### src/hdl/soc_pkg.sv
package soc_pkg;

    // --------------------------------------------------
    // bus widths
    // --------------------------------------------------
    localparam int ADDR_W = 32;
    localparam int DATA_W = 32;

    // slave select from the address decoder
    typedef enum logic [1:0] {
        SLV_RAM,
        SLV_TIMER,
        SLV_GPIO,
        SLV_NONE
    } slave_e;

    // region codes in adr[31:28]
    localparam logic [3:0] REGION_RAM   = 4'h0;
    localparam logic [3:0] REGION_TIMER = 4'h1;
    localparam logic [3:0] REGION_GPIO  = 4'h2;

    // --------------------------------------------------
    // register word offsets, adr[3:2]
    // --------------------------------------------------
    localparam logic [1:0] TMR_CTRL  = 2'd0;
    localparam logic [1:0] TMR_VALUE = 2'd1;
    localparam logic [1:0] TMR_CMP   = 2'd2;

    // timer ctrl bits
    localparam int TMR_CTRL_EN   = 0;
    localparam int TMR_CTRL_IE   = 1;
    localparam int TMR_CTRL_PEND = 2;

    localparam logic [1:0] GPIO_DIR = 2'd0;
    localparam logic [1:0] GPIO_OUT = 2'd1;
    localparam logic [1:0] GPIO_IN  = 2'd2;

endpackage

### src/hdl/wb_if.sv
`timescale 1ns/1ns

// wishbone classic, one word per access
interface wb_if;
    import soc_pkg::*;

    logic              cyc;
    logic              stb;
    logic              we;
    logic [ADDR_W-1:0] adr;
    logic [DATA_W-1:0] dat_w;
    logic [DATA_W-1:0] dat_r;
    logic              ack;

    modport master (
        output cyc, stb, we, adr, dat_w,
        input  dat_r, ack
    );

    modport slave (
        input  cyc, stb, we, adr, dat_w,
        output dat_r, ack
    );

endinterface

### src/hdl/bus_arbiter.sv
`timescale 1ns/1ns

module bus_arbiter (
    input  logic clk,
    input  logic rst_n_i,
    wb_if.slave  m0_if,
    wb_if.slave  m1_if,
    wb_if.master bus_if
);

    logic busy_q;
    logic owner_q;
    logic grant_m1;

    // owner locked while busy and m0 first when idle
    assign grant_m1 = busy_q ? owner_q : (!m0_if.cyc && m1_if.cyc);

    always_ff @(posedge clk or negedge rst_n_i) begin
        if (!rst_n_i) begin
            busy_q  <= 1'b0;
            owner_q <= 1'b0;
        end else if (!busy_q) begin
            if (m0_if.cyc || m1_if.cyc) begin
                busy_q  <= 1'b1;
                owner_q <= grant_m1;
            end
        end else if (!(owner_q ? m1_if.cyc : m0_if.cyc)) begin
            // bus frees up once the owner drops cyc
            busy_q <= 1'b0;
        end
    end

    // --------------------------------------------------
    // forward the granted master
    // --------------------------------------------------
    assign bus_if.cyc   = grant_m1 ? m1_if.cyc   : m0_if.cyc;
    assign bus_if.stb   = grant_m1 ? m1_if.stb   : m0_if.stb;
    assign bus_if.we    = grant_m1 ? m1_if.we    : m0_if.we;
    assign bus_if.adr   = grant_m1 ? m1_if.adr   : m0_if.adr;
    assign bus_if.dat_w = grant_m1 ? m1_if.dat_w : m0_if.dat_w;

    // the waiting master sees no ack and no data
    assign m0_if.ack   = bus_if.ack & ~grant_m1;
    assign m1_if.ack   = bus_if.ack & grant_m1;
    assign m0_if.dat_r = grant_m1 ? '0 : bus_if.dat_r;
    assign m1_if.dat_r = grant_m1 ? bus_if.dat_r : '0;

    // acks only land in a locked cycle at a master still holding cyc
    assert property (@(posedge clk) disable iff (!rst_n_i)
        (m0_if.ack || m1_if.ack) |-> busy_q && (m1_if.ack ? m1_if.cyc : m0_if.cyc));

endmodule

### src/flat_wrapper.sv
// flat-port wrapper written by rule: the top's interface ports become plain ports
module bus_arbiter_flat 
  (clk, rst_n_i, m0_if_cyc, m0_if_stb, m0_if_we, m0_if_adr, m0_if_dat_w, m0_if_dat_r, m0_if_ack, m1_if_cyc, m1_if_stb, m1_if_we, m1_if_adr, m1_if_dat_w, m1_if_dat_r, m1_if_ack, bus_if_cyc, bus_if_stb, bus_if_we, bus_if_adr, bus_if_dat_w, bus_if_dat_r, bus_if_ack);
  wb_if m0_if_i ();
  wb_if m1_if_i ();
  wb_if bus_if_i ();
  input  logic clk;
  input  logic rst_n_i;
  input wire logic [$bits(m0_if_i.cyc)-1:0] m0_if_cyc;
  input wire logic [$bits(m0_if_i.stb)-1:0] m0_if_stb;
  input wire logic [$bits(m0_if_i.we)-1:0] m0_if_we;
  input wire logic [$bits(m0_if_i.adr)-1:0] m0_if_adr;
  input wire logic [$bits(m0_if_i.dat_w)-1:0] m0_if_dat_w;
  output wire logic [$bits(m0_if_i.dat_r)-1:0] m0_if_dat_r;
  output wire logic [$bits(m0_if_i.ack)-1:0] m0_if_ack;
  input wire logic [$bits(m1_if_i.cyc)-1:0] m1_if_cyc;
  input wire logic [$bits(m1_if_i.stb)-1:0] m1_if_stb;
  input wire logic [$bits(m1_if_i.we)-1:0] m1_if_we;
  input wire logic [$bits(m1_if_i.adr)-1:0] m1_if_adr;
  input wire logic [$bits(m1_if_i.dat_w)-1:0] m1_if_dat_w;
  output wire logic [$bits(m1_if_i.dat_r)-1:0] m1_if_dat_r;
  output wire logic [$bits(m1_if_i.ack)-1:0] m1_if_ack;
  output wire logic [$bits(bus_if_i.cyc)-1:0] bus_if_cyc;
  output wire logic [$bits(bus_if_i.stb)-1:0] bus_if_stb;
  output wire logic [$bits(bus_if_i.we)-1:0] bus_if_we;
  output wire logic [$bits(bus_if_i.adr)-1:0] bus_if_adr;
  output wire logic [$bits(bus_if_i.dat_w)-1:0] bus_if_dat_w;
  input wire logic [$bits(bus_if_i.dat_r)-1:0] bus_if_dat_r;
  input wire logic [$bits(bus_if_i.ack)-1:0] bus_if_ack;
  assign m0_if_i.cyc = m0_if_cyc;
  assign m0_if_i.stb = m0_if_stb;
  assign m0_if_i.we = m0_if_we;
  assign m0_if_i.adr = m0_if_adr;
  assign m0_if_i.dat_w = m0_if_dat_w;
  assign m0_if_dat_r = m0_if_i.dat_r;
  assign m0_if_ack = m0_if_i.ack;
  assign m1_if_i.cyc = m1_if_cyc;
  assign m1_if_i.stb = m1_if_stb;
  assign m1_if_i.we = m1_if_we;
  assign m1_if_i.adr = m1_if_adr;
  assign m1_if_i.dat_w = m1_if_dat_w;
  assign m1_if_dat_r = m1_if_i.dat_r;
  assign m1_if_ack = m1_if_i.ack;
  assign bus_if_cyc = bus_if_i.cyc;
  assign bus_if_stb = bus_if_i.stb;
  assign bus_if_we = bus_if_i.we;
  assign bus_if_adr = bus_if_i.adr;
  assign bus_if_dat_w = bus_if_i.dat_w;
  assign bus_if_i.dat_r = bus_if_dat_r;
  assign bus_if_i.ack = bus_if_ack;
  bus_arbiter u_core (.clk(clk), .rst_n_i(rst_n_i), .m0_if(m0_if_i), .m1_if(m1_if_i), .bus_if(bus_if_i));
endmodule
### config.mk
export PLATFORM = sky130hd
export DESIGN_NAME = bus_arbiter_flat
export DESIGN_NICKNAME = d
export VERILOG_FILES = /design/src/hdl/soc_pkg.sv /design/src/hdl/wb_if.sv /design/src/hdl/bus_arbiter.sv /design/src/flat_wrapper.sv
export SDC_FILE = /design/constraint.sdc
export NUM_CORES = 1
export LEC_CHECK = 0
export BUFFER_PORTS_ARGS = -buffer_cell sky130_fd_sc_hd__buf_4
export CAP_MARGIN = 40
export CORE_AREA = 3 3 118 120
export CTS_BUF_LIST = sky130_fd_sc_hd__clkbuf_8
export CTS_CLUSTER_SIZE = 14
export DETAILED_ROUTE_END_ITERATION = 8
export DIE_AREA = 0 0 121 123
export GPL_ROUTABILITY_DRIVEN = 1
export PLACE_DENSITY = 0.43
export SETUP_SLACK_MARGIN = 0.1
export SLEW_MARGIN = 10
export SYNTH_ARGS = -nofsm -noshare
export SYNTH_HDL_FRONTEND = slang
export SYNTH_SLANG_ARGS = --single-unit
### constraint.sdc
create_clock -name clk -period 1.6 [get_ports clk]
set_input_delay 0.24 -clock clk [delete_from_list [all_inputs] [get_ports clk]]
set_output_delay 0.24 -clock clk [all_outputs]
set_load 0.01 [all_outputs]
# Yosys cells after proc, flatten, opt, wreduce, memory -nomap -nowiden
# Index checks and enable logic that the tools add are counted.
totals:
  regBits: 2
  output_inout_bits: 133
  inputBits: 169
op_classes:
  n_mux: 12
  reduce_logical: 4
  bitwise: 4
op_table:
  columns: ["operator", "count"]
  rows:
  - ["$mux W32", 4]
  - ["$mux W1", 8]
  - ["$and A1 B1 Y1", 2]
  - ["$not A1 Y1", 2]
  - ["$reduce_and A2 Y1", 1]
  - ["$logic_and A1 B1 Y1", 1]
  - ["$logic_not A1 Y1", 1]
  - ["$logic_or A1 B1 Y1", 1]

# Longest topological paths before layout
depth:
  ltp_word: 5
  ltp_mapped: 5
  depth_no_buf: 3

# Least setup slack after synthesis
# Ideal clock, no wire load.
synth_path:
  path_kind: "flip-flop to output port"
  from: "register u_core.busy_q"
  to: "output port bus_if_adr[27]"
  n_path_buf: 2
  stages_incl_launch_ff: 6
  t_arrival_ns: 1.315
  path_slack_ns: 0.045
  cell_sequence: "dfrtp_1 > nor3b_2 > a21oi_2 > buf_4 > buf_4 > mux2_1"
synth_between:
  elab_chain_cells: 2
synth_rtl:
  columns: ["item", "line_no", "text"]
  rows:
  - ["from (decl)", "bus_arbiter.sv:11", "logic busy_q;"]
  - ["from (signal assigned)", "bus_arbiter.sv:20", "busy_q <= 1'b0;"]
  - ["from (signal assigned)", "bus_arbiter.sv:24", "busy_q <= 1'b1;"]
  - ["from (signal assigned)", "bus_arbiter.sv:29", "busy_q <= 1'b0;"]
  - ["$mux W1", "bus_arbiter.sv:16", "assign grant_m1 = busy_q ? owner_q : (!m0_if.cyc && m1_if.cyc);"]
  - ["$mux W32", "bus_arbiter.sv:39", "assign bus_if.adr = grant_m1 ? m1_if.adr : m0_if.adr;"]
  - ["to (decl)", "flat_wrapper.sv:26", "output wire logic [$bits(bus_if_i.adr)-1:0] bus_if_adr;"]
# No other way between the ends.

# Worst setup path in the final report
layout_path:
  from: "register u_core.busy_q"
  to: "output port bus_if_dat_w[12]"
layout_between:
  elab_chain_cells: 2
layout_rtl:
  columns: ["item", "line_no", "text"]
  rows:
  - ["$mux W1", "bus_arbiter.sv:16", null]
  - ["$mux W32", "bus_arbiter.sv:40", "assign bus_if.dat_w = grant_m1 ? m1_if.dat_w : m0_if.dat_w;"]
  - ["to (decl)", "flat_wrapper.sv:27", "output wire logic [$bits(bus_if_i.dat_w)-1:0] bus_if_dat_w;"]
# No other way between the ends.

==> run metrics <==
TritonRoute pass-1 iters 4; post-route minimum period 1.96 ns; Post-Layout Cell Count 647; share of cells above drive strength 1 92.1%; Mean Syn Cell Area 8.46 um^2; failing checks setup timing; Cells after Synth 159; kind of cell adding the most delay to the critical path buffers and inverters; Lkg Pwr 2.31 nW; first-pass GRT wire length 13.4 mm; final worst slack -0.356 ns; PortBufs 301; post-DP HPWL 7.54 mm; Via Count 2458; post-synthesis register bit count 2; yosys synthesis warning count 0; clock buffer depth 2; DR iter-0 viols 21; final setup vio count 132; final hold vios 0; antenna violations before repair 0; ant diodes 0; max-slew violations 0; ys async rst share 100%; Setup Skew 0.00611 ns; synthesized cell area 1350 um^2; status finished with violations; Routed WL 10.1 mm; Post-synth EDFFs 0; die footprint 14900 um^2; fillers 1362; Layout area overhead 238%; WP buf/inv 3; DR WL/cell 15.7 um; H-tree Lvls 1; Max rail drop VDD 0.415 mV; CP max stage delay 0.42 ns; Slew @ Worst Pin 0.193 ns; vias in the first global route 2571; Setup CP Type reg -> out; clock sink count 2; Tightest Hold Check Type in -> reg; chip width 121 um; crit-path max FO 9; Row Count 42; Achievable Freq 511 MHz; endpoint type of the worst setup path primary output; Seq/Total Area, Yosys 3.72%; cts bufs inserted 3; Top FF cell, synth dfrtp_1; GRT Total Usage 11.5%; CP max stage cell dfrtp_2; CP cell instances nor3b_4 -> a21oi_4 -> buf_12 -> buf_16 -> mux2_2 -> buf_4; Placed Cells 629; Vias/cell 3.80; Startpoint Class register; I/O pin total 302; fin util 34.7%; Max transition margin 87.1%; clock latency on the worst-skew pair 0.21 ns; Cell variety after synth 16; Reg clk slew, reported paths 0.03 ns; power per cell area 961 nW/um^2; clk root buf clkbuf_8; Initial Utilization 10.3%; commonest non-fill, non-tap cell in the layout buf_4; crit share post-route 122%; Antenna Nets Post-Route 0; RSZ-0062 raised after global routing yes; CTS tree done; RePlAce Congestion 0.753; MaxCap Viol Count 0; Worst EP required 1.36 ns; Die H 123 um; largest net degree at the start of global routing 25; Worst Path Arrival 1.72 ns; DRC viols 0; total gr overflow 0; commonest cells after routing, fill and taps aside buf_4, mux2_2, buf_6, and2_4, nor2b_1; core region area 13100 um^2; nets 642; post-synth net total 328
==> path summary, 6_finish.rpt <==
check / cells past startpoint / slack [ns] / endpoint / from
min: 2 / 0.26 / u_core.owner_q / m0_if_cyc
min in group asynchronous: 2 / 0.37 / u_core.busy_q / rst_n_i
max: 6 / -0.36 / bus_if_dat_w[12] / u_core.busy_q
min reg2reg: 3 / 0.74 / u_core.owner_q / u_core.owner_q
max in group asynchronous: 2 / 1.13 / u_core.busy_q / rst_n_i
max reg2reg: 5 / 0.55 / u_core.busy_q / u_core.busy_q
==> cells in the mapped netlist (2+ instances only) <==
cell type / n / area, um^2
mux2_2: 52 / 586
and2_1: 33 / 206
nor2b_1: 33 / 206
mux2_1: 14 / 158
buf_2: 8 / 40.0
a21oi_1: 4 / 20.0
clkbuf_1: 3 / 11.3
buf_4: 2 / 15.0
dfrtp_1: 2 / 50.1
inv_1: 2 / 7.51
==> cell families (layout without fill, tap and decap cells) <==
family,Yosys count,in the layout,synth area share [%]
compound gates,6,6,2.51
buf+inv,16,328,6.33
flops,2,2,3.72
mux,66,66,55.3
simple gates,69,69,32.2
==> area by class of cell <==
type                    count  area [um^2]  share of cell area, %
well taps                 176          220                   4.85
multi-input cells         141         1340                   29.4
repair buffers            323         2880                   63.5
clock buffers               3         41.3                  0.909
flip-flops and latches      2         51.3                   1.13
inverters                   2         7.51                  0.165
==> power breakdown <==
part           internal [mW]  total (mW)  switching, mW
registers             0.0664      0.0889         0.0225
clock network          0.159       0.202         0.0422
logic                   2.51        4.07           1.56
==> per-layer routing <==
metal / vias up / track usage, % / wire (um)
met2: 176 / 22.7 / 5400
met5: - / 0 / 0
li1: 1168 / - / -
met3: 6 / 3.34 / 1180
met4: 0 / 2.62 / 101
met1: 1108 / 11.9 / 3470
==> registers in the layout, indices dropped and copies added, names as in the netlist <==
register and cells:
u_core.busy_q 1, u_core.owner_q 1
==> per-stage QoR <==
stage          setup TNS [ns]  worst slack (ns)  instance area, um^2  hold slack, ns  power [mW]
2_1_floorplan               0            0.0925                 1350         -0.0556        1.54
3_3_place_gp           -12.50            -0.157                 3830          0.0252        3.06
3_5_place_dp           -12.91            -0.156                 3830          0.0259        3.06
4_1_cts                -41.19            -0.371                 4390           0.251        4.20
5_1_grt                -49.33            -0.418                 4540           0.271        4.62
6_report               -40.50            -0.356                 4540           0.259        4.36
==> what timing repair did <==
action,in CTS,in global routing
endpoints found under the hold margin,2,0
pin swaps,7,2
setup endpoints to repair,132,133
resized for setup,86,24
hold buffers,1,0
setup buffers,3,1
gates cloned,7,3
No activity file was read; power rests on OpenSTA's default activity.
