--- config.mk ---
export PLATFORM = sky130hd
export DESIGN_NAME = timer_unit_flat
export DESIGN_NICKNAME = d
export VERILOG_FILES = /design/src/hdl/soc_pkg.sv /design/src/hdl/wb_if.sv /design/src/hdl/timer_unit.sv /design/src/flat_wrapper.sv
export SDC_FILE = /design/constraint.sdc
export NUM_CORES = 1
export LEC_CHECK = 0
export BUFFER_PORTS_ARGS = -buffer_cell sky130_fd_sc_hd__buf_2
export CORE_ASPECT_RATIO = 1.25
export CORE_MARGIN = 8
export CORE_UTILIZATION = 60
export DETAILED_ROUTE_END_ITERATION = 8
export GPL_TIMING_DRIVEN = 0
export PLACE_DENSITY = 0.95
export SLEW_MARGIN = 20
export SYNTH_ARGS = -nofsm -noshare
export SYNTH_HDL_FRONTEND = slang
export SYNTH_SLANG_ARGS = --single-unit
--- constraint.sdc ---
create_clock -name clk -period 5.85 [get_ports clk]
set_input_delay 0.8775 -clock clk [delete_from_list [all_inputs] [get_ports clk]]
set_output_delay 0.8775 -clock clk [all_outputs]
set_load 0.02 [all_outputs]
--- src/hdl/soc_pkg.sv ---
package soc_pkg;

    // --------------------------------------------------
    // bus widths
    // --------------------------------------------------
    localparam int ADDR_W = 32;
    localparam int DATA_W = 32;

    // slave select from the address decoder
    typedef enum logic [1:0] {
        SLV_RAM,
        SLV_TIMER,
        SLV_GPIO,
        SLV_NONE
    } slave_e;

    // region codes in adr[31:28]
    localparam logic [3:0] REGION_RAM   = 4'h0;
    localparam logic [3:0] REGION_TIMER = 4'h1;
    localparam logic [3:0] REGION_GPIO  = 4'h2;

    // --------------------------------------------------
    // register word offsets, adr[3:2]
    // --------------------------------------------------
    localparam logic [1:0] TMR_CTRL  = 2'd0;
    localparam logic [1:0] TMR_VALUE = 2'd1;
    localparam logic [1:0] TMR_CMP   = 2'd2;

    // timer ctrl bits
    localparam int TMR_CTRL_EN   = 0;
    localparam int TMR_CTRL_IE   = 1;
    localparam int TMR_CTRL_PEND = 2;

    localparam logic [1:0] GPIO_DIR = 2'd0;
    localparam logic [1:0] GPIO_OUT = 2'd1;
    localparam logic [1:0] GPIO_IN  = 2'd2;

endpackage

--- src/hdl/wb_if.sv ---
`timescale 1ns/1ns

// wishbone classic, one word per access
interface wb_if;
    import soc_pkg::*;

    logic              cyc;
    logic              stb;
    logic              we;
    logic [ADDR_W-1:0] adr;
    logic [DATA_W-1:0] dat_w;
    logic [DATA_W-1:0] dat_r;
    logic              ack;

    modport master (
        output cyc, stb, we, adr, dat_w,
        input  dat_r, ack
    );

    modport slave (
        input  cyc, stb, we, adr, dat_w,
        output dat_r, ack
    );

endinterface

--- src/hdl/timer_unit.sv ---
`timescale 1ns/1ns

module timer_unit (
    input  logic clk,
    input  logic rst_n_i,
    wb_if.slave  bus_if,
    output logic irq_o
);
    import soc_pkg::*;

    logic              en_q;
    logic              ie_q;
    logic              pend_q;
    logic [DATA_W-1:0] cnt_q;
    logic [DATA_W-1:0] cmp_q;
    logic [DATA_W-1:0] rdata_q;
    logic              ack_q;
    logic [1:0]        offs;
    logic              access;
    logic              wr_en;
    logic              wr_ctrl;
    logic              match;

    assign offs    = bus_if.adr[3:2];
    assign access  = bus_if.cyc && bus_if.stb && !ack_q;
    assign wr_en   = access && bus_if.we;
    assign wr_ctrl = wr_en && (offs == TMR_CTRL);
    assign match   = en_q && (cnt_q == cmp_q);

    always_ff @(posedge clk or negedge rst_n_i) begin
        if (!rst_n_i) begin
            ack_q  <= 1'b0;
            en_q   <= 1'b0;
            ie_q   <= 1'b0;
            pend_q <= 1'b0;
            cnt_q  <= '0;
            cmp_q  <= '0;
        end else begin
            ack_q <= access;
            // count up and wrap on compare
            if (match) begin
                cnt_q <= '0;
            end else if (en_q) begin
                cnt_q <= cnt_q + 1'b1;
            end
            // a match wins over a clear in the same cycle
            if (match) begin
                pend_q <= 1'b1;
            end else if (wr_ctrl && bus_if.dat_w[TMR_CTRL_PEND]) begin
                pend_q <= 1'b0;
            end
            if (wr_en) begin
                case (offs)
                    TMR_CTRL: begin
                        en_q <= bus_if.dat_w[TMR_CTRL_EN];
                        ie_q <= bus_if.dat_w[TMR_CTRL_IE];
                    end
                    TMR_VALUE: cnt_q <= bus_if.dat_w;
                    TMR_CMP:   cmp_q <= bus_if.dat_w;
                    default:   ;
                endcase
            end
        end
    end

    always_ff @(posedge clk) begin
        if (access) begin
            case (offs)
                TMR_CTRL:  rdata_q <= {{(DATA_W-3){1'b0}}, pend_q, ie_q, en_q};
                TMR_VALUE: rdata_q <= cnt_q;
                TMR_CMP:   rdata_q <= cmp_q;
                default:   rdata_q <= '0;
            endcase
        end
    end

    assign bus_if.ack   = ack_q;
    assign bus_if.dat_r = rdata_q;
    assign irq_o        = pend_q & ie_q;

    // a register access stays strobed up to its ack
    assert property (@(posedge clk) disable iff (!rst_n_i)
        bus_if.ack |-> bus_if.cyc && bus_if.stb);

endmodule

--- src/flat_wrapper.sv ---
// flat-port wrapper written by rule: the top's interface ports become plain ports
module timer_unit_flat import soc_pkg::*;
  (clk, rst_n_i, irq_o, bus_if_cyc, bus_if_stb, bus_if_we, bus_if_adr, bus_if_dat_w, bus_if_dat_r, bus_if_ack);
  wb_if bus_if_i ();
  input  logic clk;
  input  logic rst_n_i;
  output logic irq_o;
  input wire logic [$bits(bus_if_i.cyc)-1:0] bus_if_cyc;
  input wire logic [$bits(bus_if_i.stb)-1:0] bus_if_stb;
  input wire logic [$bits(bus_if_i.we)-1:0] bus_if_we;
  input wire logic [$bits(bus_if_i.adr)-1:0] bus_if_adr;
  input wire logic [$bits(bus_if_i.dat_w)-1:0] bus_if_dat_w;
  output wire logic [$bits(bus_if_i.dat_r)-1:0] bus_if_dat_r;
  output wire logic [$bits(bus_if_i.ack)-1:0] bus_if_ack;
  assign bus_if_i.cyc = bus_if_cyc;
  assign bus_if_i.stb = bus_if_stb;
  assign bus_if_i.we = bus_if_we;
  assign bus_if_i.adr = bus_if_adr;
  assign bus_if_i.dat_w = bus_if_dat_w;
  assign bus_if_dat_r = bus_if_i.dat_r;
  assign bus_if_ack = bus_if_i.ack;
  timer_unit u_core (.clk(clk), .rst_n_i(rst_n_i), .bus_if(bus_if_i), .irq_o(irq_o));
endmodule
### Yosys cells after proc, flatten, opt, wreduce, memory -nomap -nowiden

Index checks and enable logic that the tools add are counted.

| cells by class | value |
|---|---|
| muxes and demuxes | 7 |
| equality and inequality tests | 3 |
| reductions and logical operators | 11 |
| bitwise gates (word level) | 1 |
| add/sub/neg operators | 1 |

Operators with widths:

| cell | number |
|---|---|
| 2-to-1 mux 32 bit | 4 |
| case mux 32 bit (3 select lines) | 1 |
| adder 32 x 1 -> 32 bit, second input constant | 1 |
| equality test 32 bit | 1 |
| logical AND 1 bit | 6 |
| AND reduction 2 bit | 2 |
| equality test 2 x 1 -> 1 bit, second input constant | 1 |
| equality test 2 bit, second input constant | 1 |
| zero test 2 bit | 1 |
| 2-to-1 mux 1 bit | 2 |
| nonzero test 2 bit | 1 |
| bitwise AND 1 bit | 1 |
| zero test 1 bit | 1 |

| storage, ports and cells | value |
|---|---|
| input port bits | 69 |
| flip-flop bits (word level) | 100 |

### Depth between registers and ports, before layout

Gate-level depths: netlist (run 1).

| logic depth | value |
|---|---|
| word-level depth | 7 |
| mapped depth | 8 |
| gate-level depth less buffers | 6 |

### Worst setup path after synthesis (run 1)

No wires, ideal clock.

| timing path | value |
|---|---|
| kind | input-to-reg |
| start | in bus_if_cyc |
| end | reg u_core.cmp_q[10] |
| arrival | 3344 ps |
| slack | 2381 ps |
| stages on the path | 6 |
| path through | nand2_1 > nor2_1 > and3_1 > buf_2 > buf_2 > mux2_2 |

| between the ends | value |
|---|---|
| cells in the longest elaborated chain, start to end | 4 |

Ends and longest elaborated chain:

| element | line | RTL |
|---|---|---|
| start: declaration | flat_wrapper.sv:8 | `input wire logic [$bits(bus_if_i.cyc)-1:0] bus_if_cyc;` |
| logical AND 1 bit (2 in series) | timer_unit.sv:25 | `assign access = bus_if.cyc && bus_if.stb && !ack_q;` |
| via u_core.access | timer_unit.sv:19 | `logic access;` |
| logical AND 1 bit | timer_unit.sv:26 | `assign wr_en = access && bus_if.we;` |
| AND reduction 2 bit (no source line) | n/a |  |
| end signal: assignment | timer_unit.sv:59 | `TMR_CMP: cmp_q <= bus_if.dat_w;` |
| end: declaration | timer_unit.sv:15 | `logic [DATA_W-1:0] cmp_q;` |

The timed path passes the listed nets, and every way through them passes these cells.
A chain may end at the register's enable or synchronous reset.

### Final worst setup path (run 1)

| timing path | value |
|---|---|
| start | in bus_if_cyc |
| end | reg u_core.cnt_q[15] |

| between the ends | value |
|---|---|
| cells in the longest elaborated chain, start to end | 4 |

Ends and longest elaborated chain:

| element | line | RTL |
|---|---|---|
| logical AND 1 bit (2 in series) | timer_unit.sv:25 |  |
| via u_core.access | timer_unit.sv:19 |  |
| logical AND 1 bit | timer_unit.sv:26 |  |
| 2-to-1 mux 32 bit | timer_unit.sv:52 | `if (wr_en) begin` |
| end signal: assignment | timer_unit.sv:44 | `cnt_q <= cnt_q + 1'b1;` |
| end signal: assignment | timer_unit.sv:58 | `TMR_VALUE: cnt_q <= bus_if.dat_w;` |
| end: declaration | timer_unit.sv:14 | `logic [DATA_W-1:0] cnt_q;` |

The timed path passes the listed nets, and every way through them passes these cells.

==> metrics.txt, run 1 <==
Final period util=0.415; Reg clk slew, reported paths=100 ps; Area Overhead vs Synth=14.0%; synthesized instance count=414; Buffers on Ports=71; max frequency=between 400 and 500 MHz; post-detail-place hpwl=9.31 mm; # DRC=0; Inserted Clock Buffers=9; DR iter-0 viols=295; worst slack at placement=3030 ps; VDD IR-drop max=206 uV; final count of hold timing violations=0; CP Data Arrival Time=2720 ps; status=finished clean; Post-CTS Hold Buffers=0; Leak Pwr=0.00248 uW; clk_skew=16.8 ps; GP Congestion=0.909; setup ws final=3420 ps; Tmin final=2430 ps; path type of the worst setup path=in2reg; worst min path class=in2async; die height=120 um; worst reg2reg path depth=7; row count=38; die area=11900 um2; top cell type's share of synthesized area=0.327; M1 GR Usage=0.244; Worst setup SP type=input pin; GRT busiest layer=met2; Syn. warnings=0; post-synthesis cell area=around 5200 um2; drt wl/cell=21.0 um; largest net degree at the start of global routing=between 40 and 50; Final Max Slew Viols=0; Synth area leaders=dfrtp_1 33%, edfxtp_1 18%, mux2_2 7.2%; first-pass GRT wire length=19.9 mm; syn_nets=484; clk buf depth=2; GRT Overall Usage=0.216; Antenna Cells=0; total gr overflow=0; Vias=3796; Post-Layout Cell Count=603; clock sinks=100; DRT Pass-1 Iters=5; Resize count post-CTS=0; root buffer cell=clkbuf_8; Post-Route WL=12.7 mm; CP endpoint kind=register; # fillers=576; nets=~570; synthesized area per cell=12.6 um2; Yosys cell types=40; Multi-input gate area=2300 um2; Slew @ Worst Pin=747 ps; Yosys reg bits=100; sequential fraction of the synthesis area=0.512; sequential cell area=2660 um2; I/O pin cnt=slightly above 100; final setup TNS=0 ps; vias in the first global route=~3900; met3 track demand over resource=0.0568; CTS HTree Levels=3; Vias/cell=6.30; Antenna Nets Post-Route=0; Rel. slew slack=0.502; data required time of the critical path=6140 ps; initial antenna violation count=0; Final setup viols=0; power density cells=356 nW/um2; core region area=roughly 8600 um2; cell type with the largest total area after synthesis=dfrtp_1; share of post-route cells with drive strength above 1=0.374; Cells after DPL=slightly below 600; met2 GRT Util=0.351; worst skew pair latency=380 ps; CTS tree=built; RSZ-0062 raised after global routing=no; Post-CTS Setup Inserts=0; crit-path max FO=23; max-cap violations=0; die width=approximately 99 um; Initial Utilization=0.607
state kept, by name, indices dropped and copies added (netlist names):
signal               cells
u_core.bus_if.ack        1
u_core.pend_q            1
u_core.bus_if.dat_r     32
u_core.cmp_q            32
u_core.ie_q              1
u_core.en_q              1
u_core.cnt_q            32
per-stage QoR:
stage | cell area, um2 | hold slack [ps] | util | power [uW]
2_1_floorplan | 5200 | 462 | - | 1490
3_3_place_gp | 5680 | 482 | 0.663 | 1630
3_5_place_dp | 5730 | 488 | 0.670 | 1680
4_1_cts | 5920 | 403 | 0.692 | 2100
5_1_grt | 5920 | 413 | 0.692 | 2200
6_report | 5920 | 399 | 0.692 | 2110
critical path, cell delays in order:
cell and delay [ps]:
buf_2 80, nand2_1 80, nor2_4 370, buf_16 230, and3_1 160, buf_2 230, clkbuf_1 450, nand2_1 150
o31ai_2 80
layout make-up:
cell class,instances,share of cell area
sequential,100,0.450
multi-input combinational,276,0.389
timing repair buffer,73,0.0685
buffer,31,0.0357
clock buffer,13,0.0287
tap,100,0.0211
inverter,7,0.00444
clock inverter,3,0.00296
cell usage after synthesis (all sizes together):
master / count
dfrtp: 68
nand2: 46
xnor2: 35
mux2: 33
edfxtp: 32
o31ai: 32
a22o: 29
xor2: 25
buf: 24
nand4: 18
nand3: 12
and3: 8
clkbuf: 7
inv: 7
nor3: 7
and4: 5
o21ai: 5
and2: 4
mux2i: 4
nor2: 4
nor2b: 2
nor4: 2
a21o: 1
a222oi: 1
ha: 1
nand4b: 1
o22ai: 1
worst paths after layout:
path	to	slack [ps]	start
min in group clk	u_core.pend_q	510	u_core.pend_q
max	u_core.cnt_q[15]	3420	bus_if_cyc
max reg2reg	u_core.cnt_q[15]	3640	u_core.bus_if.ack
min reg2reg	u_core.pend_q	510	u_core.pend_q
min	u_core.cmp_q[31]	400	rst_n_i
max in group asynchronous	u_core.cnt_q[19]	4890	rst_n_i
power breakdown:
part / internal [uW] / total, uW / leakage (uW) / switching, uW
sequential: 881 / 1060 / 0.00113 / 179
combinational: 305 / 624 / 0.00125 / 319
clock: 193 / 426 / 0.0000994 / 233
kinds of logic (layout without fill, tap and decap cells):
logic type,count (synthesis),after routing,synth area share
buffers and inverters,38,127,0.0458
XOR/XNOR,60,60,0.104
multiplexers,37,37,0.0792
AND/OR/NAND/NOR,109,109,0.119
adder cells (fa/ha/maj),1,1,0.00241
flip-flops,100,100,0.512
AO/OA/AOI/OAI,69,69,0.137
routing by layer:
layer	share of wire	wire length, um
met1	0.38	4750
met2	0.50	6330
met3	0.078	993
met4	0.047	594
met5	0	0
cells in the final DEF, fill, tap and decap left out, types with 2 or more instances in the layout:
cell	count
nor2b_1	2
xor2_1	25
nand4_1	16
and3_1	6
buf_6	3
o21ai_0	5
clkbuf_8	10
mux2i_1	4
edfxtp_1	32
clkbuf_2	2
xnor2_1	33
inv_4	2
and4_1	5
nand3_2	2
xnor2_2	2
inv_1	7
dfrtp_1	68
and3_2	2
a22o_1	29
o31ai_1	2
nor3_1	3
nand3_1	10
nor3_4	3
o31ai_2	28
and2_1	4
nand2_1	46
nor4_1	2
buf_2	87
nor2_1	3
mux2_2	33
o31ai_4	2
clkbuf_1	7
buf_12	4
No activity file was read; power rests on OpenSTA's default activity.
==> run 2, diff against run 1 <==
Settings changed: ABC_AREA from default to 1, CORE_UTILIZATION 60 to 51, PLACE_DENSITY 0.95 to 0.88.
Clock period 5.85 ns to 2.1 ns, I/O delays scaled along.
==> run 2 against run 1 <==
  * Global-route usage is 0.059 points lower
  * Cell count is 51% higher
  * Sequential power grew to 2.6 times the previous value
  * Via count is 32% higher
  * Register-to-register slack got worse by 3300 ps
  * Largest power group unchanged
  * Clock power rose to 4.0 times the previous value
==> metrics.txt, run 2 <==
Antenna Nets Post-Route=0 (unchanged); worst reg2reg path depth=6 (-1); clock sinks=100 (unchanged); Finished Cell Area=6440 um2 (+8.7%); vias in the first global route=4962 (+26%); I/O pin cnt=103 (unchanged); max frequency=around 570 MHz; Vias=5020 (+32%); largest net degree at the start of global routing=42 (-2.3%); share of post-route cells with drive strength above 1=0.215 (-0.159); Synth area leaders=dfrtp_1 31%, edfxtp_1 17%, nand2_1 14%; Hold Startpoint=bus_if_dat_w[2]; Worst R2R End=u_core.cnt_q[8]; clk buf depth=2 (unchanged); Top FF cell, synth=dfrtp_1; root buffer cell=clkbuf_16; initial antenna violation count=0 (unchanged); CTS tree=built; die height=133 um (+11%); Final Max Slew Viols=0 (unchanged); Inserted Clock Buffers=9 (unchanged); Tot Pwr=6000 uW (+180%); total gr overflow=0 (unchanged); Yosys cell types=33 (-18%); status=finished clean; CTS HTree Levels=3 (unchanged); synthesized instance count=689 (+66%); Final period util=0.842; worst hold slack=173 ps (-226 ps); most frequent cells after synthesis=206 x nand2_1, 79 x inv_1, 68 x dfrtp_1, 58 x nor2_1, 33 x nand3_1; # fillers=922 (+60%); Post-Route WL=15.2 mm (+20%); post-synthesis cell area=5550 um2 (+6.9%); top cell type's share of synthesized area=0.306 (-0.0211); DRT Pass-1 Iters=7 (+2); RSZ-0062 raised after global routing=no; Syn. warnings=0 (unchanged); most frequent cells in the layout=206 x nand2_1, 79 x inv_1, 79 x buf_2; Worst Hold Depth=3; drt wl/cell=16.7 um (-21%); final count of hold timing violations=0 (unchanged); Initial Utilization=0.523 (-0.0839); die width=109 um (+10%); # DRC=0 (unchanged); DR iter-0 viols=525 (+78%); worst min path class=in2reg; path type of the worst setup path=reg2reg; ys async rst share=0.680 (unchanged); Worst setup SP type=register; post-detail-place hpwl=11.0 mm (+18%); CP endpoint kind=register; power density cells=932 nW/um2 (+160%); r2r setup slk=330 ps (-3310 ps); Buffers on Ports=72 (+1.4%); Final setup viols=0 (unchanged); row count=42 (+11%); clk_skew=5.58 ps (-11.2 ps); Tmin final=1770 ps; GP Congestion=0.985 (+8.4%); max-cap violations=0 (unchanged); most common cell in the synthesized netlist=nand2_1; synthesized area per cell=8.06 um2 (-36%); Yosys reg bits=100 (unchanged); Vias/cell=5.50 (-13%); EDFF count, synth=32 (unchanged); CP Data Arrival Time=2060 ps (-660 ps); sequential fraction of the synthesis area=0.479 (-0.0330); DP Area=6110 um2 (+6.5%); syn_nets=759 (+57%); GRT Overall Usage=0.215 (-0.000594); fin util=0.607 (-0.0854); nets=846 (+49%); worst r2r src=u_core.bus_if.ack; Leak Pwr=0.00317 uW (+28%); crit-path max FO=10 (-57%); Antenna Cells=0 (unchanged); first-pass GRT wire length=24.6 mm (+24%); Reg clk slew, reported paths=70 ps (-30 ps); worst skew pair latency=350 ps (-30 ps); Slew @ Worst Pin=969 ps (+222 ps); Area Overhead vs Synth=15.9%; cell type with the largest total area after synthesis=dfrtp_1; core region area=10600 um2 (+24%); commonest non-fill, non-tap cell in the layout=nand2_1; VDD IR-drop max=387 uV (+88%); Hold Path Sink=u_core.cnt_q[2]; die area=14500 um2 (+22%); data required time of the critical path=2390 ps (-3750 ps); Rel. slew slack=0.354 (-0.149)
-- run 2: cell types whose count changed after synthesis, sizes merged, moves of 29 or more --
cell   before  now
o31ai      32    0
inv         7   97
xnor2      35    6
nand2      46  213
nand3      12   50
nor2        4   73
-- run 2: worst max-delay path by stage --
stage,to,from,slack (ps),cells after the start
global route,u_core.cnt_q[1],u_core.bus_if.ack,210,6
floorplan,u_core.cnt_q[27],u_core.bus_if.ack,150,7
detailed placement,u_core.cnt_q[1],bus_if_cyc,-370,8
finish,u_core.cnt_q[8],u_core.bus_if.ack,330,6
CTS,u_core.cnt_q[24],u_core.bus_if.ack,360,6
global placement,u_core.cnt_q[27],bus_if_cyc,-320,9
-- run 2: routing by layer --
| metal | vias up | wire, um | GRT usage |
|---|---|---|---|
| li1 | 2374 | - | - |
| met1 | 2375 | 5870 | 0.263 |
| met2 | 236 | 7750 | 0.364 |
| met3 | 35 | 1240 | 0.0374 |
| met4 | 0 | 358 | 0.0835 |
| met5 | - | 0 | 0 |
-- run 2: final cells by class --
cell class / instances / area, um2 / share of cell area
inverters: 101 / 379 / 0.0589
clock buffers: 13 / 260 / 0.0404
repair buffers: 75 / 400 / 0.0622
multi-input cells: 468 / 2410 / 0.374
well taps: 132 / 165 / 0.0257
plain buffers: 21 / 115 / 0.0179
flip-flops and latches: 100 / 2660 / 0.414
clock inverters: 3 / 45.0 / 0.00700
-- run 2: where the power goes --
| part | total, uW | internal (uW) | switching [uW] |
|---|---|---|---|
| Combinational | 1530 | 585 | 949 |
| Clock | 1700 | 990 | 713 |
| Sequential | 2760 | 2390 | 376 |
| Total | 6000 | 3960 | 2040 |
-- run 2: per-stage QoR --
stage               TNS [ps]  instances  setup WS (ps)
finish                     0        913            332
global route               0        913            214
CTS                        0        913            361
detailed placement    -19580        894           -374
global placement      -16640        893           -323
floorplan                  0        689            152
-- run 2: worst max-delay path, cell delays in order, from the launching register on --
cell,delay [ps]
dfrtp_1,450
nor2_4,190
nand2_1,110
nor2_2,260
clkbuf_1,480
nand2_1,110
nand2_1,100
-- run 2: logic make-up (layout without fill, tap and decap cells) --
| family | Yosys count | count (layout) | synth area share |
|---|---|---|---|
| simple gates | 359 | 360 | 0.299 |
| fa+ha+maj | 1 | 1 | 0.00225 |
| mux | 6 | 6 | 0.0122 |
| xor+xnor | 29 | 29 | 0.0457 |
| compound gates | 72 | 72 | 0.0725 |
| buf+inv | 122 | 213 | 0.0890 |
| flops | 100 | 100 | 0.479 |
-- run 2: repair_timing --
action | CTS | global route
gates resized for setup | 0 | 0
setup buffers | 1 | 0
endpoints found under the setup margin | 64 | 0
hold buffers | 1 | 0
endpoints found under the hold margin | 27 | 0
