### src/hdl/soc_pkg.sv
package soc_pkg;

    // --------------------------------------------------
    // bus widths
    // --------------------------------------------------
    localparam int ADDR_W = 32;
    localparam int DATA_W = 32;

    // slave select from the address decoder
    typedef enum logic [1:0] {
        SLV_RAM,
        SLV_TIMER,
        SLV_GPIO,
        SLV_NONE
    } slave_e;

    // region codes in adr[31:28]
    localparam logic [3:0] REGION_RAM   = 4'h0;
    localparam logic [3:0] REGION_TIMER = 4'h1;
    localparam logic [3:0] REGION_GPIO  = 4'h2;

    // --------------------------------------------------
    // register word offsets, adr[3:2]
    // --------------------------------------------------
    localparam logic [1:0] TMR_CTRL  = 2'd0;
    localparam logic [1:0] TMR_VALUE = 2'd1;
    localparam logic [1:0] TMR_CMP   = 2'd2;

    // timer ctrl bits
    localparam int TMR_CTRL_EN   = 0;
    localparam int TMR_CTRL_IE   = 1;
    localparam int TMR_CTRL_PEND = 2;

    localparam logic [1:0] GPIO_DIR = 2'd0;
    localparam logic [1:0] GPIO_OUT = 2'd1;
    localparam logic [1:0] GPIO_IN  = 2'd2;

endpackage

### src/hdl/wb_if.sv
`timescale 1ns/1ns

// wishbone classic, one word per access
interface wb_if;
    import soc_pkg::*;

    logic              cyc;
    logic              stb;
    logic              we;
    logic [ADDR_W-1:0] adr;
    logic [DATA_W-1:0] dat_w;
    logic [DATA_W-1:0] dat_r;
    logic              ack;

    modport master (
        output cyc, stb, we, adr, dat_w,
        input  dat_r, ack
    );

    modport slave (
        input  cyc, stb, we, adr, dat_w,
        output dat_r, ack
    );

endinterface

### src/hdl/gpio_port.sv
`timescale 1ns/1ns

module gpio_port #(
    parameter int GPIO_W = 16
) (
    input  logic              clk,
    input  logic              rst_n_i,
    wb_if.slave               bus_if,
    input  logic [GPIO_W-1:0] pin_i,
    output logic [GPIO_W-1:0] pin_o,
    output logic [GPIO_W-1:0] oe_o
);
    import soc_pkg::*;

    logic [GPIO_W-1:0] dir_q;
    logic [GPIO_W-1:0] out_q;
    logic [GPIO_W-1:0] sync1_q;
    logic [GPIO_W-1:0] sync2_q;
    logic [DATA_W-1:0] rdata_q;
    logic              ack_q;
    logic [1:0]        offs;
    logic              access;

    assign offs   = bus_if.adr[3:2];
    assign access = bus_if.cyc && bus_if.stb && !ack_q;

    always_ff @(posedge clk or negedge rst_n_i) begin
        if (!rst_n_i) begin
            ack_q   <= 1'b0;
            dir_q   <= '0;
            out_q   <= '0;
            sync1_q <= '0;
            sync2_q <= '0;
        end else begin
            ack_q   <= access;
            // two flop input sync
            sync1_q <= pin_i;
            sync2_q <= sync1_q;
            if (access && bus_if.we) begin
                if (offs == GPIO_DIR) dir_q <= bus_if.dat_w[GPIO_W-1:0];
                if (offs == GPIO_OUT) out_q <= bus_if.dat_w[GPIO_W-1:0];
            end
        end
    end

    always_ff @(posedge clk) begin
        if (access) begin
            case (offs)
                GPIO_DIR: rdata_q <= DATA_W'(dir_q);
                GPIO_OUT: rdata_q <= DATA_W'(out_q);
                GPIO_IN:  rdata_q <= DATA_W'(sync2_q);
                default:  rdata_q <= '0;
            endcase
        end
    end

    assign bus_if.ack   = ack_q;
    assign bus_if.dat_r = rdata_q;
    assign oe_o         = dir_q;
    assign pin_o        = out_q;

endmodule

### src/flat_wrapper.sv
// flat-port wrapper written by rule: the top's interface ports become plain ports
module gpio_port_flat import soc_pkg::*;
#(
    parameter int GPIO_W = 16
)
  (clk, rst_n_i, pin_i, pin_o, oe_o, bus_if_cyc, bus_if_stb, bus_if_we, bus_if_adr, bus_if_dat_w, bus_if_dat_r, bus_if_ack);
  wb_if bus_if_i ();
  input  logic clk;
  input  logic rst_n_i;
  input  logic [GPIO_W-1:0] pin_i;
  output logic [GPIO_W-1:0] pin_o;
  output logic [GPIO_W-1:0] oe_o;
  input wire logic [$bits(bus_if_i.cyc)-1:0] bus_if_cyc;
  input wire logic [$bits(bus_if_i.stb)-1:0] bus_if_stb;
  input wire logic [$bits(bus_if_i.we)-1:0] bus_if_we;
  input wire logic [$bits(bus_if_i.adr)-1:0] bus_if_adr;
  input wire logic [$bits(bus_if_i.dat_w)-1:0] bus_if_dat_w;
  output wire logic [$bits(bus_if_i.dat_r)-1:0] bus_if_dat_r;
  output wire logic [$bits(bus_if_i.ack)-1:0] bus_if_ack;
  assign bus_if_i.cyc = bus_if_cyc;
  assign bus_if_i.stb = bus_if_stb;
  assign bus_if_i.we = bus_if_we;
  assign bus_if_i.adr = bus_if_adr;
  assign bus_if_i.dat_w = bus_if_dat_w;
  assign bus_if_dat_r = bus_if_i.dat_r;
  assign bus_if_ack = bus_if_i.ack;
  gpio_port #(.GPIO_W(GPIO_W)) u_core (.clk(clk), .rst_n_i(rst_n_i), .bus_if(bus_if_i), .pin_i(pin_i), .pin_o(pin_o), .oe_o(oe_o));
endmodule
### config.mk
export PLATFORM = sky130hd
export DESIGN_NAME = gpio_port_flat
export DESIGN_NICKNAME = d
export VERILOG_FILES = /design/src/hdl/soc_pkg.sv /design/src/hdl/wb_if.sv /design/src/hdl/gpio_port.sv /design/src/flat_wrapper.sv
export SDC_FILE = /design/constraint.sdc
export NUM_CORES = 1
export LEC_CHECK = 0
export BUFFER_PORTS_ARGS = -buffer_cell sky130_fd_sc_hd__buf_4
export CAP_MARGIN = 20
export CORE_AREA = 2 2 97 71
export CTS_BUF_LIST = sky130_fd_sc_hd__clkbuf_8
export DETAILED_ROUTE_END_ITERATION = 10
export DIE_AREA = 0 0 99 73
export PLACE_DENSITY = 0.84
export SKIP_LAST_GASP = 1
export SLEW_MARGIN = 20
export SYNTH_ARGS = -nofsm -noshare
export SYNTH_HDL_FRONTEND = slang
export SYNTH_SLANG_ARGS = --single-unit
### constraint.sdc
create_clock -name clk -period 5.07 [get_ports clk]
set_clock_uncertainty 0.1 [all_clocks]
set_input_delay 0.7605 -clock clk [delete_from_list [all_inputs] [get_ports clk]]
set_output_delay 0.7605 -clock clk [all_outputs]
set_load 0.005 [all_outputs]
* Word-level counts from Yosys, hierarchy flattened *
Index checks and enable logic that the tools add are counted.

word-level totals
  word-level logic and storage cells = 16
  latch bits = 0
  output and inout bits = 65
  memories = 0
  register bits after elaboration = 97
  memory bits (writable) = 0
  bits in read-only memories = 0

cells by class
  equal/unequal tests = 2
  bitwise logic cells = 0
  reductions and logical operators = 7
  shift operators = 0
  div/mod/pow operators = 0
  multiplexer cells = 1
  $mul = 0
  magnitude comparators = 0
  add/sub/neg operators = 0

operator list
  cell                count
  $pmux 16 s3         1
  $reduce_and 2->1    2
  $logic_and 1x1->1   3
  $eq 2x1->1 const B  1
  $eq 2x2->1 const B  1
  $logic_not 2->1     1
  $logic_not 1->1     1

* Logic depth before layout (Yosys ltp) *
Gate-level depths: netlist of run 1.

  depth after elaboration = 4
  mapped depth = 6
  mapped depth without buffers = 3

* Worst setup path before layout of run 1 *
OpenSTA, ideal clock, no wires.

  path kind = input port to flip-flop
  from = input port bus_if_stb
  to = register u_core.out_q[10] (netlist: u_core.pin_o[10])
  arrival time = 2.160 ns
  library setup time = 0.125 ns
  data required time = 4.845 ns
  path buffers = 2
  setup slack = 2.685 ns
  stages = 5
  path through = and3b_1 -> and4b_1 -> buf_6 -> buf_8 -> mux2_4

between the ends
  cells in the longest elaborated chain, start to end = 4

ends and longest elaborated chain
  element                            RTL line            RTL
  start: declaration                 flat_wrapper.sv:14  input wire logic [$bits(bus_if_i.stb)-1:0] bus_if_stb;
  $logic_and 1x1->1 (2 in a row)     gpio_port.sv:25     assign access = bus_if.cyc && bus_if.stb && !ack_q;
  $logic_and 1x1->1                  gpio_port.sv:39     if (access && bus_if.we) begin
  $reduce_and 2->1 (no source line)  n/a
  end signal: assignment             gpio_port.sv:41     if (offs == GPIO_OUT) out_q <= bus_if.dat_w[GPIO_W-1:0];
  end: declaration                   gpio_port.sv:16     logic [GPIO_W-1:0] out_q;

No other way between the ends.
A chain may end at the register's enable or synchronous reset.

* Worst setup path in the final report of run 1 *
  from = input port bus_if_stb
  to = register u_core.out_q[1] (netlist: u_core.pin_o[1])

between the ends
  cells in the longest elaborated chain, start to end = 4

ends and longest elaborated chain
  element                            RTL line         RTL
  $logic_and 1x1->1 (2 in a row)     gpio_port.sv:25
  named net u_core.access            gpio_port.sv:22  logic access;
  $logic_and 1x1->1                  gpio_port.sv:39
  $reduce_and 2->1 (no source line)  n/a

The timed path passes the listed nets, and every way through them passes these cells.

==> metrics.md, run 1 <==
| Metric | Value |
|---|---|
| Max Cap Viol | 0 |
| Antenna Cells | 0 |
| Fin. Hold Viols | 0 |
| WL/cell | 15.6 um |
| Most frequent cells in the layout | buf_4 (89), dfrtp_1 (65), mux2_2 (22) |
| Fraction of the yosys area taken by sequential cells | 69.5% |
| Register-to-Register Path Depth | 4 |
| DR WL met3 | 312 um |
| Met2 Routed Length | 2840 um |
| Worst Path Required | 5180 ps |
| Post-DRT Antenna Nets | 0 |
| Ys async rst share | 80.2% |
| Die width | 99 um |
| Largest net degree at the start of global routing | 66 |
| Fraction of layout cells with a size suffix above 1 | 47.7% |
| Post-cts resize count | 0 |
| Clock-pin slew on the worst setup and hold paths | 70 ps |
| Port buffer count | 87 |
| Ys Warns | 0 |
| Detailed placer's ending HPWL | 3840 um |
| Relative slew slack | 47.3% |
| WHS Path Cells | 0 |
| Crit path DAT | 2360 ps |
| Initial antenna violation count | 0 |
| Worst-Skew Late Latency | 340 ps |
| Yosys reg bits | 81 |
| DR top layer | met4 |
| TritonCTS buffer count | 9 |
| Distinct cells, synth | 18 |
| HP Class | reg -> reg |
| Peak supply drop | 0.237 mV |
| Syn avg cell area | 15.8 um2 |
| Drt drc | 0 |
| Pins over their slew limit | 0 |
| Mapped Area | 3030 um2 |
| Min Tclk post-route | 2250 ps |
| Post-CTS Hold Buffers | 0 |
| Worst setup SP type | input port |
| Critical path type | in -> reg |
| Peak Freq | 445 MHz |
| Synthesized instance count | 192 |
| Most common cell after layout, fill and taps aside | buf_4 |
| CTS root buf | clkbuf_8 |
| Core Box Area | 6410 um2 |
| Vias per cell | 4.73 |
| Final critical-path share of the clock period | 44.3% |
| Initial drt markers | 51 |
| Final hold slack | 250 ps |
| CTS tree | done |
| Setup TNS | 0 ps |
| Static Leakage | 0.00185 uW |
| Crit path max fanout | 19 |
| Status | completed |
| Vias in the first global route | 1,732 |
| CTS HTree Levels | 3 |
| Actual slew at the worst max-slew pin | 790 ps |
| TritonCTS Sinks | 81 |
| Clock Tree Buf Depth | 2 |
| Drt pass-1 iters | 4 |
| Die area | 7230 um2 |
| Die Y | 73 um |
| Worst Setup End Kind | flip-flop |
| Post-CTS Repair Setup Buffers | 0 |
| P&R area growth vs syn | 28.2% |
| I/O pin count | 150 |
| Routed vias | 1,739 |
| Setup Viol. Count Final | 0 |
| Grt total ovfl | 0 |
| Initial Util | 47.3% |
| Layout Nets | 367 |
| Number of synthesized flops with an enable pin | 16 |
| Core Rows | 25 |
| Power density cells | 403 nW/um2 |
| GPL Wtd Cong | 0.692 |
| WL final | 5740 um |
| RSZ-0062 raised after global routing | false |
| Met1 WL | 2490 um |
| All-Layer GR Usage | 16.7% |
| First-pass GRT wire length | 8950 um |
| Ys flop type | dfrtp_1 |
layout make-up:
class	instances	area, um2
Sequential cell	81	2110
Clock inverter	7	87.6
Clock buffer	9	124
Tap cell	81	101
Multi-Input combinational cell	101	798
Fill cell	500	2530
Timing Repair Buffer	89	668
flip-flops by register name, indices dropped and copies added, names as in the netlist:
name                 cells
u_core.oe_o             16
u_core.pin_o            16
u_core.bus_if.ack        1
u_core.bus_if.dat_r     16
u_core.sync1_q          16
u_core.sync2_q          16
routing by layer:
metal,GRT usage [%],up-vias
met5,0,-
met2,26.8,53
met3,4.41,10
met1,22.1,864
li1,-,812
met4,6.39,0
through the flow:
stage	power (uW)	cell area, um2	std cells	setup slack [ps]	utilization (%)
2_1_floorplan	935	3090	207	2690	-
3_3_place_gp	1080	3670	352	2160	57.3
3_5_place_dp	1100	3670	352	2080	57.3
4_1_cts	1590	3880	368	2440	60.6
5_1_grt	1650	3890	368	2750	60.6
6_report	1570	3890	368	2820	60.6
Yosys cell counts (2+ instances only):
| master | number | area share, % |
|---|---|---|
| dfrtp_1 | 65 | 54 |
| mux2_2 | 22 | 8.2 |
| buf_4 | 18 | 4.5 |
| edfxtp_1 | 16 | 16 |
| mux2i_1 | 16 | 5.3 |
| nand2_1 | 16 | 2.0 |
| o21ai_0 | 16 | 2.6 |
| mux2_4 | 10 | 5.0 |
| buf_2 | 3 | 0.50 |
| clkbuf_1 | 2 | 0.25 |
power by group:
part	internal (uW)	switching [uW]	leakage, uW
sequential	753	57.3	0.000934
combinational	175	94.9	0.000807
clock	273	214	0.000108
path summary, 6_finish.rpt:
kind	startpoint	to	slack, ps
setup / recovery	bus_if_stb	u_core.pin_o[1]	2820
hold / removal	u_core.sync1_q[6]	u_core.sync2_q[6]	250
setup reg to reg	u_core.bus_if.ack	u_core.pin_o[1]	2880
hold reg to reg	u_core.sync1_q[6]	u_core.sync2_q[6]	250
max in group asynchronous	rst_n_i	u_core.pin_o[13]	3950
min in group asynchronous	rst_n_i	u_core.sync2_q[0]	400
worst max-delay path, stage by stage:
cell,delay [ps]
buf_4,70
and3b_1,150
buf_4,270
and4b_2,680
mux2_2,410
kinds of logic after synthesis:
family | Yosys count | share of synthesized area [%]
AOI/OAI and AO/OA | 16 | 2.64
buffers and inverters | 25 | 6.07
and+or+nand+nor | 21 | 3.26
DFF | 81 | 69.5
muxes | 48 | 18.4
other | 1 | 0.124
(Power assumes the default switching activity.)
==> inputs of run 2 (changes only) <==
--- a/config.mk
+++ b/config.mk
@@ -7,11 +7,11 @@
 export LEC_CHECK = 0
 export BUFFER_PORTS_ARGS = -buffer_cell sky130_fd_sc_hd__buf_4
 export CAP_MARGIN = 20
-export CORE_AREA = 2 2 97 71
+export CORE_AREA = 2 2 104 76
 export CTS_BUF_LIST = sky130_fd_sc_hd__clkbuf_8
 export DETAILED_ROUTE_END_ITERATION = 10
-export DIE_AREA = 0 0 99 73
-export PLACE_DENSITY = 0.84
+export DIE_AREA = 0 0 106 78
+export PLACE_DENSITY = 0.77
 export SKIP_LAST_GASP = 1
 export SLEW_MARGIN = 20
 export SYNTH_ARGS = -nofsm -noshare
==> constraint.sdc (replaced) <==
create_clock -name clk -period 1.9 [get_ports clk]
set_clock_uncertainty 0.1 [all_clocks]
set_input_delay 0.285 -clock clk [delete_from_list [all_inputs] [get_ports clk]]
set_output_delay 0.285 -clock clk [all_outputs]
set_load 0.005 [all_outputs]
==> run 2 against run 1 <==
Wire length increased by 8.8%. Worst setup slack worse by 2600 ps. Via count grew 4.5%. Count of clock-buffer cells in the layout unchanged.
==> metrics.md, run 2 (synthesis results as in run 1) <==
| Metric | Value |
|---|---|
| Status | completed |
| Worst Path Required | 2020 ps |
| Drt pass-1 iters | 4 |
| Peak Freq | 586 MHz |
| Reg2reg end | u_core.pin_o[15] |
| Antenna Cells | 0 |
| Layout Nets | 393 |
| Worst Setup End Kind | flip-flop |
| Clock Tree Buf Depth | 2 |
| CTS tree | done |
| I/O pin count | 150 |
| Pins over their slew limit | 0 |
| Worst-Skew Late Latency | 340 ps |
| Worst setup SP type | flip-flop |
| Register-to-Register Path Depth | 4 |
| Buf/Inv on CP | 1 |
| Routed vias | 1,818 |
| Levels on crit path | 4 |
| Drt drc | 0 |
| Clock-pin slew on the worst setup and hold paths | 80 ps |
| Max Cap Viol | 0 |
| CTS root buf | clkbuf_8 |
| CTS HTree Levels | 3 |
| Core Box Area | 7190 um2 |
| DP Cell Count | 378 |
| WL/cell | 15.2 um |
| Post-cts resize count | 0 |
| All-Layer GR Usage | 16.2% |
| Multi-input logic area | 801 um2 |
| Die Y | 78 um |
| R2R setup slack | 190 ps |
| HP Class | in -> reg |
| CP cell instances | and3b_2 -> and4b_1 -> buf_4 -> mux2_2 |
| Slowest-stage cell, CP | dfrtp_1 |
| Port buffer count | 87 |
| Core Rows | 26 |
| Fraction of layout cells with a size suffix above 1 | 46.6% |
| Die width | 106 um |
| Min Tclk post-route | 1710 ps |
| First-pass GRT wire length | 9810 um |
| Vias in the first global route | 1,927 |
| TritonCTS buffer count | 9 |
| Critical path type | reg -> reg |
| P&R area growth vs syn | 37.2% |
| Die area | 8270 um2 |
| Post-DRT Antenna Nets | 0 |
| Largest net degree at the start of global routing | 37 |
| Final critical-path share of the clock period | 89.9% |
| Register Area | 2110 um2 |
| Crit path max fanout | 9 |
| Setup Viol. Count Final | 0 |
| CP endpoint | u_core.pin_o[15] |
| Most common cell after layout, fill and taps aside | buf_4 |
| Most frequent cells in the layout | buf_4 (97), dfrtp_1 (65), mux2_2 (22) |
| WL final | 6240 um |
| Detailed placer's ending HPWL | 4460 um |
| Initial Util | 42.2% |
| Static Leakage | 0.00197 uW |
| Fill count | 610 |
| Post-CTS Hold Buffers | 17 |
| Crit path largest cell delay | 380 ps |
| Initial antenna violation count | 0 |
| RR Startpoint | u_core.bus_if.ack |
| Power density cells | 1020 nW/um2 |
| Peak supply drop | 0.539 mV |
| TritonCTS Sinks | 81 |
| RSZ-0062 raised after global routing | false |
| Grt total ovfl | 0 |
| Initial drt markers | 41 |
| Crit path DAT | 1830 ps |
| Vias per cell | 4.42 |
| Setup TNS | 0 ps |
| Final std cells w/o fill | 411 |
| Fin. Hold Viols | 0 |
| GPL Wtd Cong | 0.753 |
| Post-CTS Repair Setup Buffers | 0 |
| Critical path origin | u_core.bus_if.ack |
| Delay-heaviest family, CP | simple AND/OR/NAND/NOR gates |
==> run 2: final cells by class <==
| cell class | count | share of cell area (%) |
|---|---|---|
| Tap cell | 98 | 2.95 |
| Clock inverter | 7 | 2.11 |
| Sequential cell | 81 | 50.6 |
| Clock buffer | 9 | 2.98 |
| Timing Repair Buffer | 115 | 22.1 |
| Multi-Input combinational cell | 101 | 19.2 |
==> run 2: stage by stage <==
step,worst slack (ps),area (um2),hold slack (ps),power [uW],utilization [%]
global route,122,4160,46.8,4470,57.9
floorplan,52.2,3090,-111,2500,-
finish,192,4160,76.3,4240,57.9
global placement,256,3780,137,2920,52.6
CTS,161,4160,55.6,4300,57.9
detailed placement,181,3780,143,2960,52.6
==> run 2: worst min-delay path by stage <==
| stage | start | endpoint | slack (ps) | cells after the start |
|---|---|---|---|---|
| after floorplan | rst_n_i | u_core.bus_if.ack | -110 | 0 |
| after global placement | rst_n_i | u_core.sync2_q[5] | 140 | 1 |
| after detailed placement | rst_n_i | u_core.pin_o[6] | 140 | 1 |
| after CTS | bus_if_dat_w[8] | u_core.pin_o[8] | 60 | 2 |
| after global routing | bus_if_dat_w[8] | u_core.pin_o[8] | 50 | 2 |
| final | bus_if_dat_w[8] | u_core.pin_o[8] | 80 | 2 |
==> run 2: report_power, final <==
group	switching, uW	internal (uW)	leakage [uW]
Clock	577	728	0.000109
Combinational	267	502	0.000928
Sequential	157	2010	0.000934
Total	1000	3240	0.00197
==> run 2: per-layer routing <==
layer / vias up / share of wire [%] / track usage [%] / wire [um]
met3: 6 / 6.1 / 6.13 / 378
met4: 0 / 0.75 / 5.13 / 47
met2: 57 / 52 / 27.6 / 3240
li1: 859 / - / - / -
met5: - / 0 / 0 / 0
met1: 896 / 41 / 19.1 / 2580
==> inputs of run 3 (changes only) <==
--- a/config.mk
+++ b/config.mk
@@ -7,11 +7,13 @@
 export LEC_CHECK = 0
 export BUFFER_PORTS_ARGS = -buffer_cell sky130_fd_sc_hd__buf_4
 export CAP_MARGIN = 20
-export CORE_AREA = 2 2 104 76
+export CELL_PAD_IN_SITES_DETAIL_PLACEMENT = 1
+export CELL_PAD_IN_SITES_GLOBAL_PLACEMENT = 1
+export CORE_AREA = 2 2 118 86
 export CTS_BUF_LIST = sky130_fd_sc_hd__clkbuf_8
 export DETAILED_ROUTE_END_ITERATION = 10
-export DIE_AREA = 0 0 106 78
-export PLACE_DENSITY = 0.77
+export DIE_AREA = 0 0 120 88
+export PLACE_DENSITY_LB_ADDON = 0.1
 export SKIP_LAST_GASP = 1
 export SLEW_MARGIN = 20
 export SYNTH_ARGS = -nofsm -noshare
==> run 3 against run 2 <==
Register-to-register slack better by 40 ps. First-iteration DRC count is 12% lower. Critical endpoint is now u_core.pin_o[8]. Wire length is 8.6% higher.
==> metrics.md, run 3 (synthesis results as in run 1) <==
| Metric | Value |
|---|---|
| Largest net degree at the start of global routing | 38 |
| Worst Setup End Kind | flip-flop |
| Levels on crit path | 4 |
| CP endpoint | u_core.pin_o[8] |
| Initial drt markers | 36 |
| CTS tree | done |
| Final std cells w/o fill | 438 |
| Initial Util | 32.2% |
| Crit path max fanout | 9 |
| Crit path DAT | 1790 ps |
| Worst-Skew Late Latency | 340 ps |
| Layout Nets | 391 |
| DP Cell Count | 406 |
| Most frequent cells in the layout | buf_4 (95), dfrtp_1 (65), mux2_2 (22) |
| Max Cap Viol | 0 |
| Post-CTS Hold Buffers | 17 |
| Setup TNS | 0 ps |
| Die Y | 88 um |
| Fin. Hold Viols | 0 |
| Min Tclk post-route | 1660 ps |
| Core Box Area | 9420 um2 |
| Clock Tree Buf Depth | 2 |
| Post-CTS Repair Setup Buffers | 0 |
| Grt total ovfl | 0 |
| Final critical-path share of the clock period | 87.6% |
| Post-DRT Antenna Nets | 0 |
| Routed vias | 1,852 |
| Clock-pin slew on the worst setup and hold paths | 80 ps |
| Pins over their slew limit | 0 |
| Vias in the first global route | 1,998 |
| R2R setup slack | 240 ps |
| Crit path largest cell delay | 380 ps |
| Layout Utilization | 44.3% |
| Fraction of layout cells with a size suffix above 1 | 46.5% |
| Die area | 10,600 um2 |
| Drt drc | 0 |
| Critical path origin | u_core.bus_if.ack |
| Status | completed |
| Reg2reg end | u_core.pin_o[8] |
| Worst Path Required | 2020 ps |
| Power density cells | 1010 nW/um2 |
| HP Class | in -> reg |
| CTS root buf | clkbuf_8 |
| Delay-heaviest family, CP | simple AND/OR/NAND/NOR gates |
| Port buffer count | 87 |
| Post-cts resize count | 0 |
| Peak supply drop | 0.377 mV |
| TritonCTS Sinks | 81 |
| WL/cell | 15.5 um |
| Fin area | 4170 um2 |
| Final hold slack | 78.9 ps |
| CTS HTree Levels | 3 |
| GPL Wtd Cong | 0.655 |
| Peak Freq | 601 MHz |
| Core Rows | 30 |
| Static Leakage | 0.00196 uW |
| P&R area growth vs syn | 37.6% |
| RSZ-0062 raised after global routing | false |
| Antenna Cells | 0 |
| Placed cell areas | 3800 um2 |
| Most common cell after layout, fill and taps aside | buf_4 |
| Die width | 120 um |
| First-pass GRT wire length | 10,600 um |
| CP cell instances | and3b_2 -> and4b_1 -> buf_4 -> mux2_4 |
| WL final | 6780 um |
| All-Layer GR Usage | 13.6% |
| Drt pass-1 iters | 4 |
| Detailed placer's ending HPWL | 4780 um |
| Relative slew slack | 45.4% |
| Critical path type | reg -> reg |
| Actual slew at the worst max-slew pin | 816 ps |
| TritonCTS buffer count | 9 |
| Initial antenna violation count | 0 |
| I/O pin count | 150 |
| RR Startpoint | u_core.bus_if.ack |
| Worst setup SP type | flip-flop |
| Vias per cell | 4.23 |
| Buf/Inv on CP | 1 |
| Setup Viol. Count Final | 0 |
| Slowest-stage cell, CP | dfrtp_1 |
| Register-to-Register Path Depth | 4 |
## run 3: cell count changes in the layout (fill, tap and decap cells not counted), sizes merged
| cell | previous run | this run |
|---|---|---|
| buf | 98 | 96 |
| clkinvlp | 1 | 0 |
## run 3: worst min path at each step
stage | start | to | slack [ps] | depth (start not counted)
2_1_floorplan | rst_n_i | u_core.bus_if.ack | -110 | 0
3_3_place_gp | rst_n_i | u_core.sync2_q[15] | 180 | 1
3_5_place_dp | rst_n_i | u_core.pin_o[15] | 180 | 1
4_1_cts | bus_if_dat_w[11] | u_core.pin_o[11] | 50 | 2
5_1_grt | bus_if_dat_w[12] | u_core.pin_o[12] | 60 | 2
6_report | bus_if_dat_w[11] | u_core.pin_o[11] | 80 | 2
## run 3: report_power, final
part           internal [uW]  switching [uW]
combinational            500             271
clock                    719             575
sequential              2010             154
## run 3: per-layer routing
| metal | global-route usage, % | share of wire (%) | wire length, um |
|---|---|---|---|
| met1 | 17.7 | 46 | 3130 |
| met2 | 22.0 | 48 | 3230 |
| met3 | 3.65 | 5.0 | 342 |
| met4 | 5.13 | 1.2 | 82 |
| met5 | 0 | 0 | 0 |
## run 3: cell type report
class | count | area, um2
Clock buffer | 9 | 124
Clock inverter | 6 | 77.6
Fill cell | 994 | 5250
Multi-Input combinational cell | 101 | 801
Sequential cell | 81 | 2110
Tap cell | 128 | 160
Timing Repair Buffer | 113 | 903
## run 3: stage by stage
| stage | setup WS, ps | power (uW) |
|---|---|---|
| after CTS | 221 | 4310 |
| after global routing | 153 | 4460 |
| after floorplan | 52.2 | 2500 |
| after detailed placement | 168 | 2960 |
| final | 236 | 4230 |
| after global placement | 222 | 2940 |
## run 3: worst reg2reg max path: cells and delay by family (launching register included)
family	cells	cell delay [ps]
and+or+nand+nor	2	500
buffers and inverters	1	240
muxes	1	320
DFF	1	380
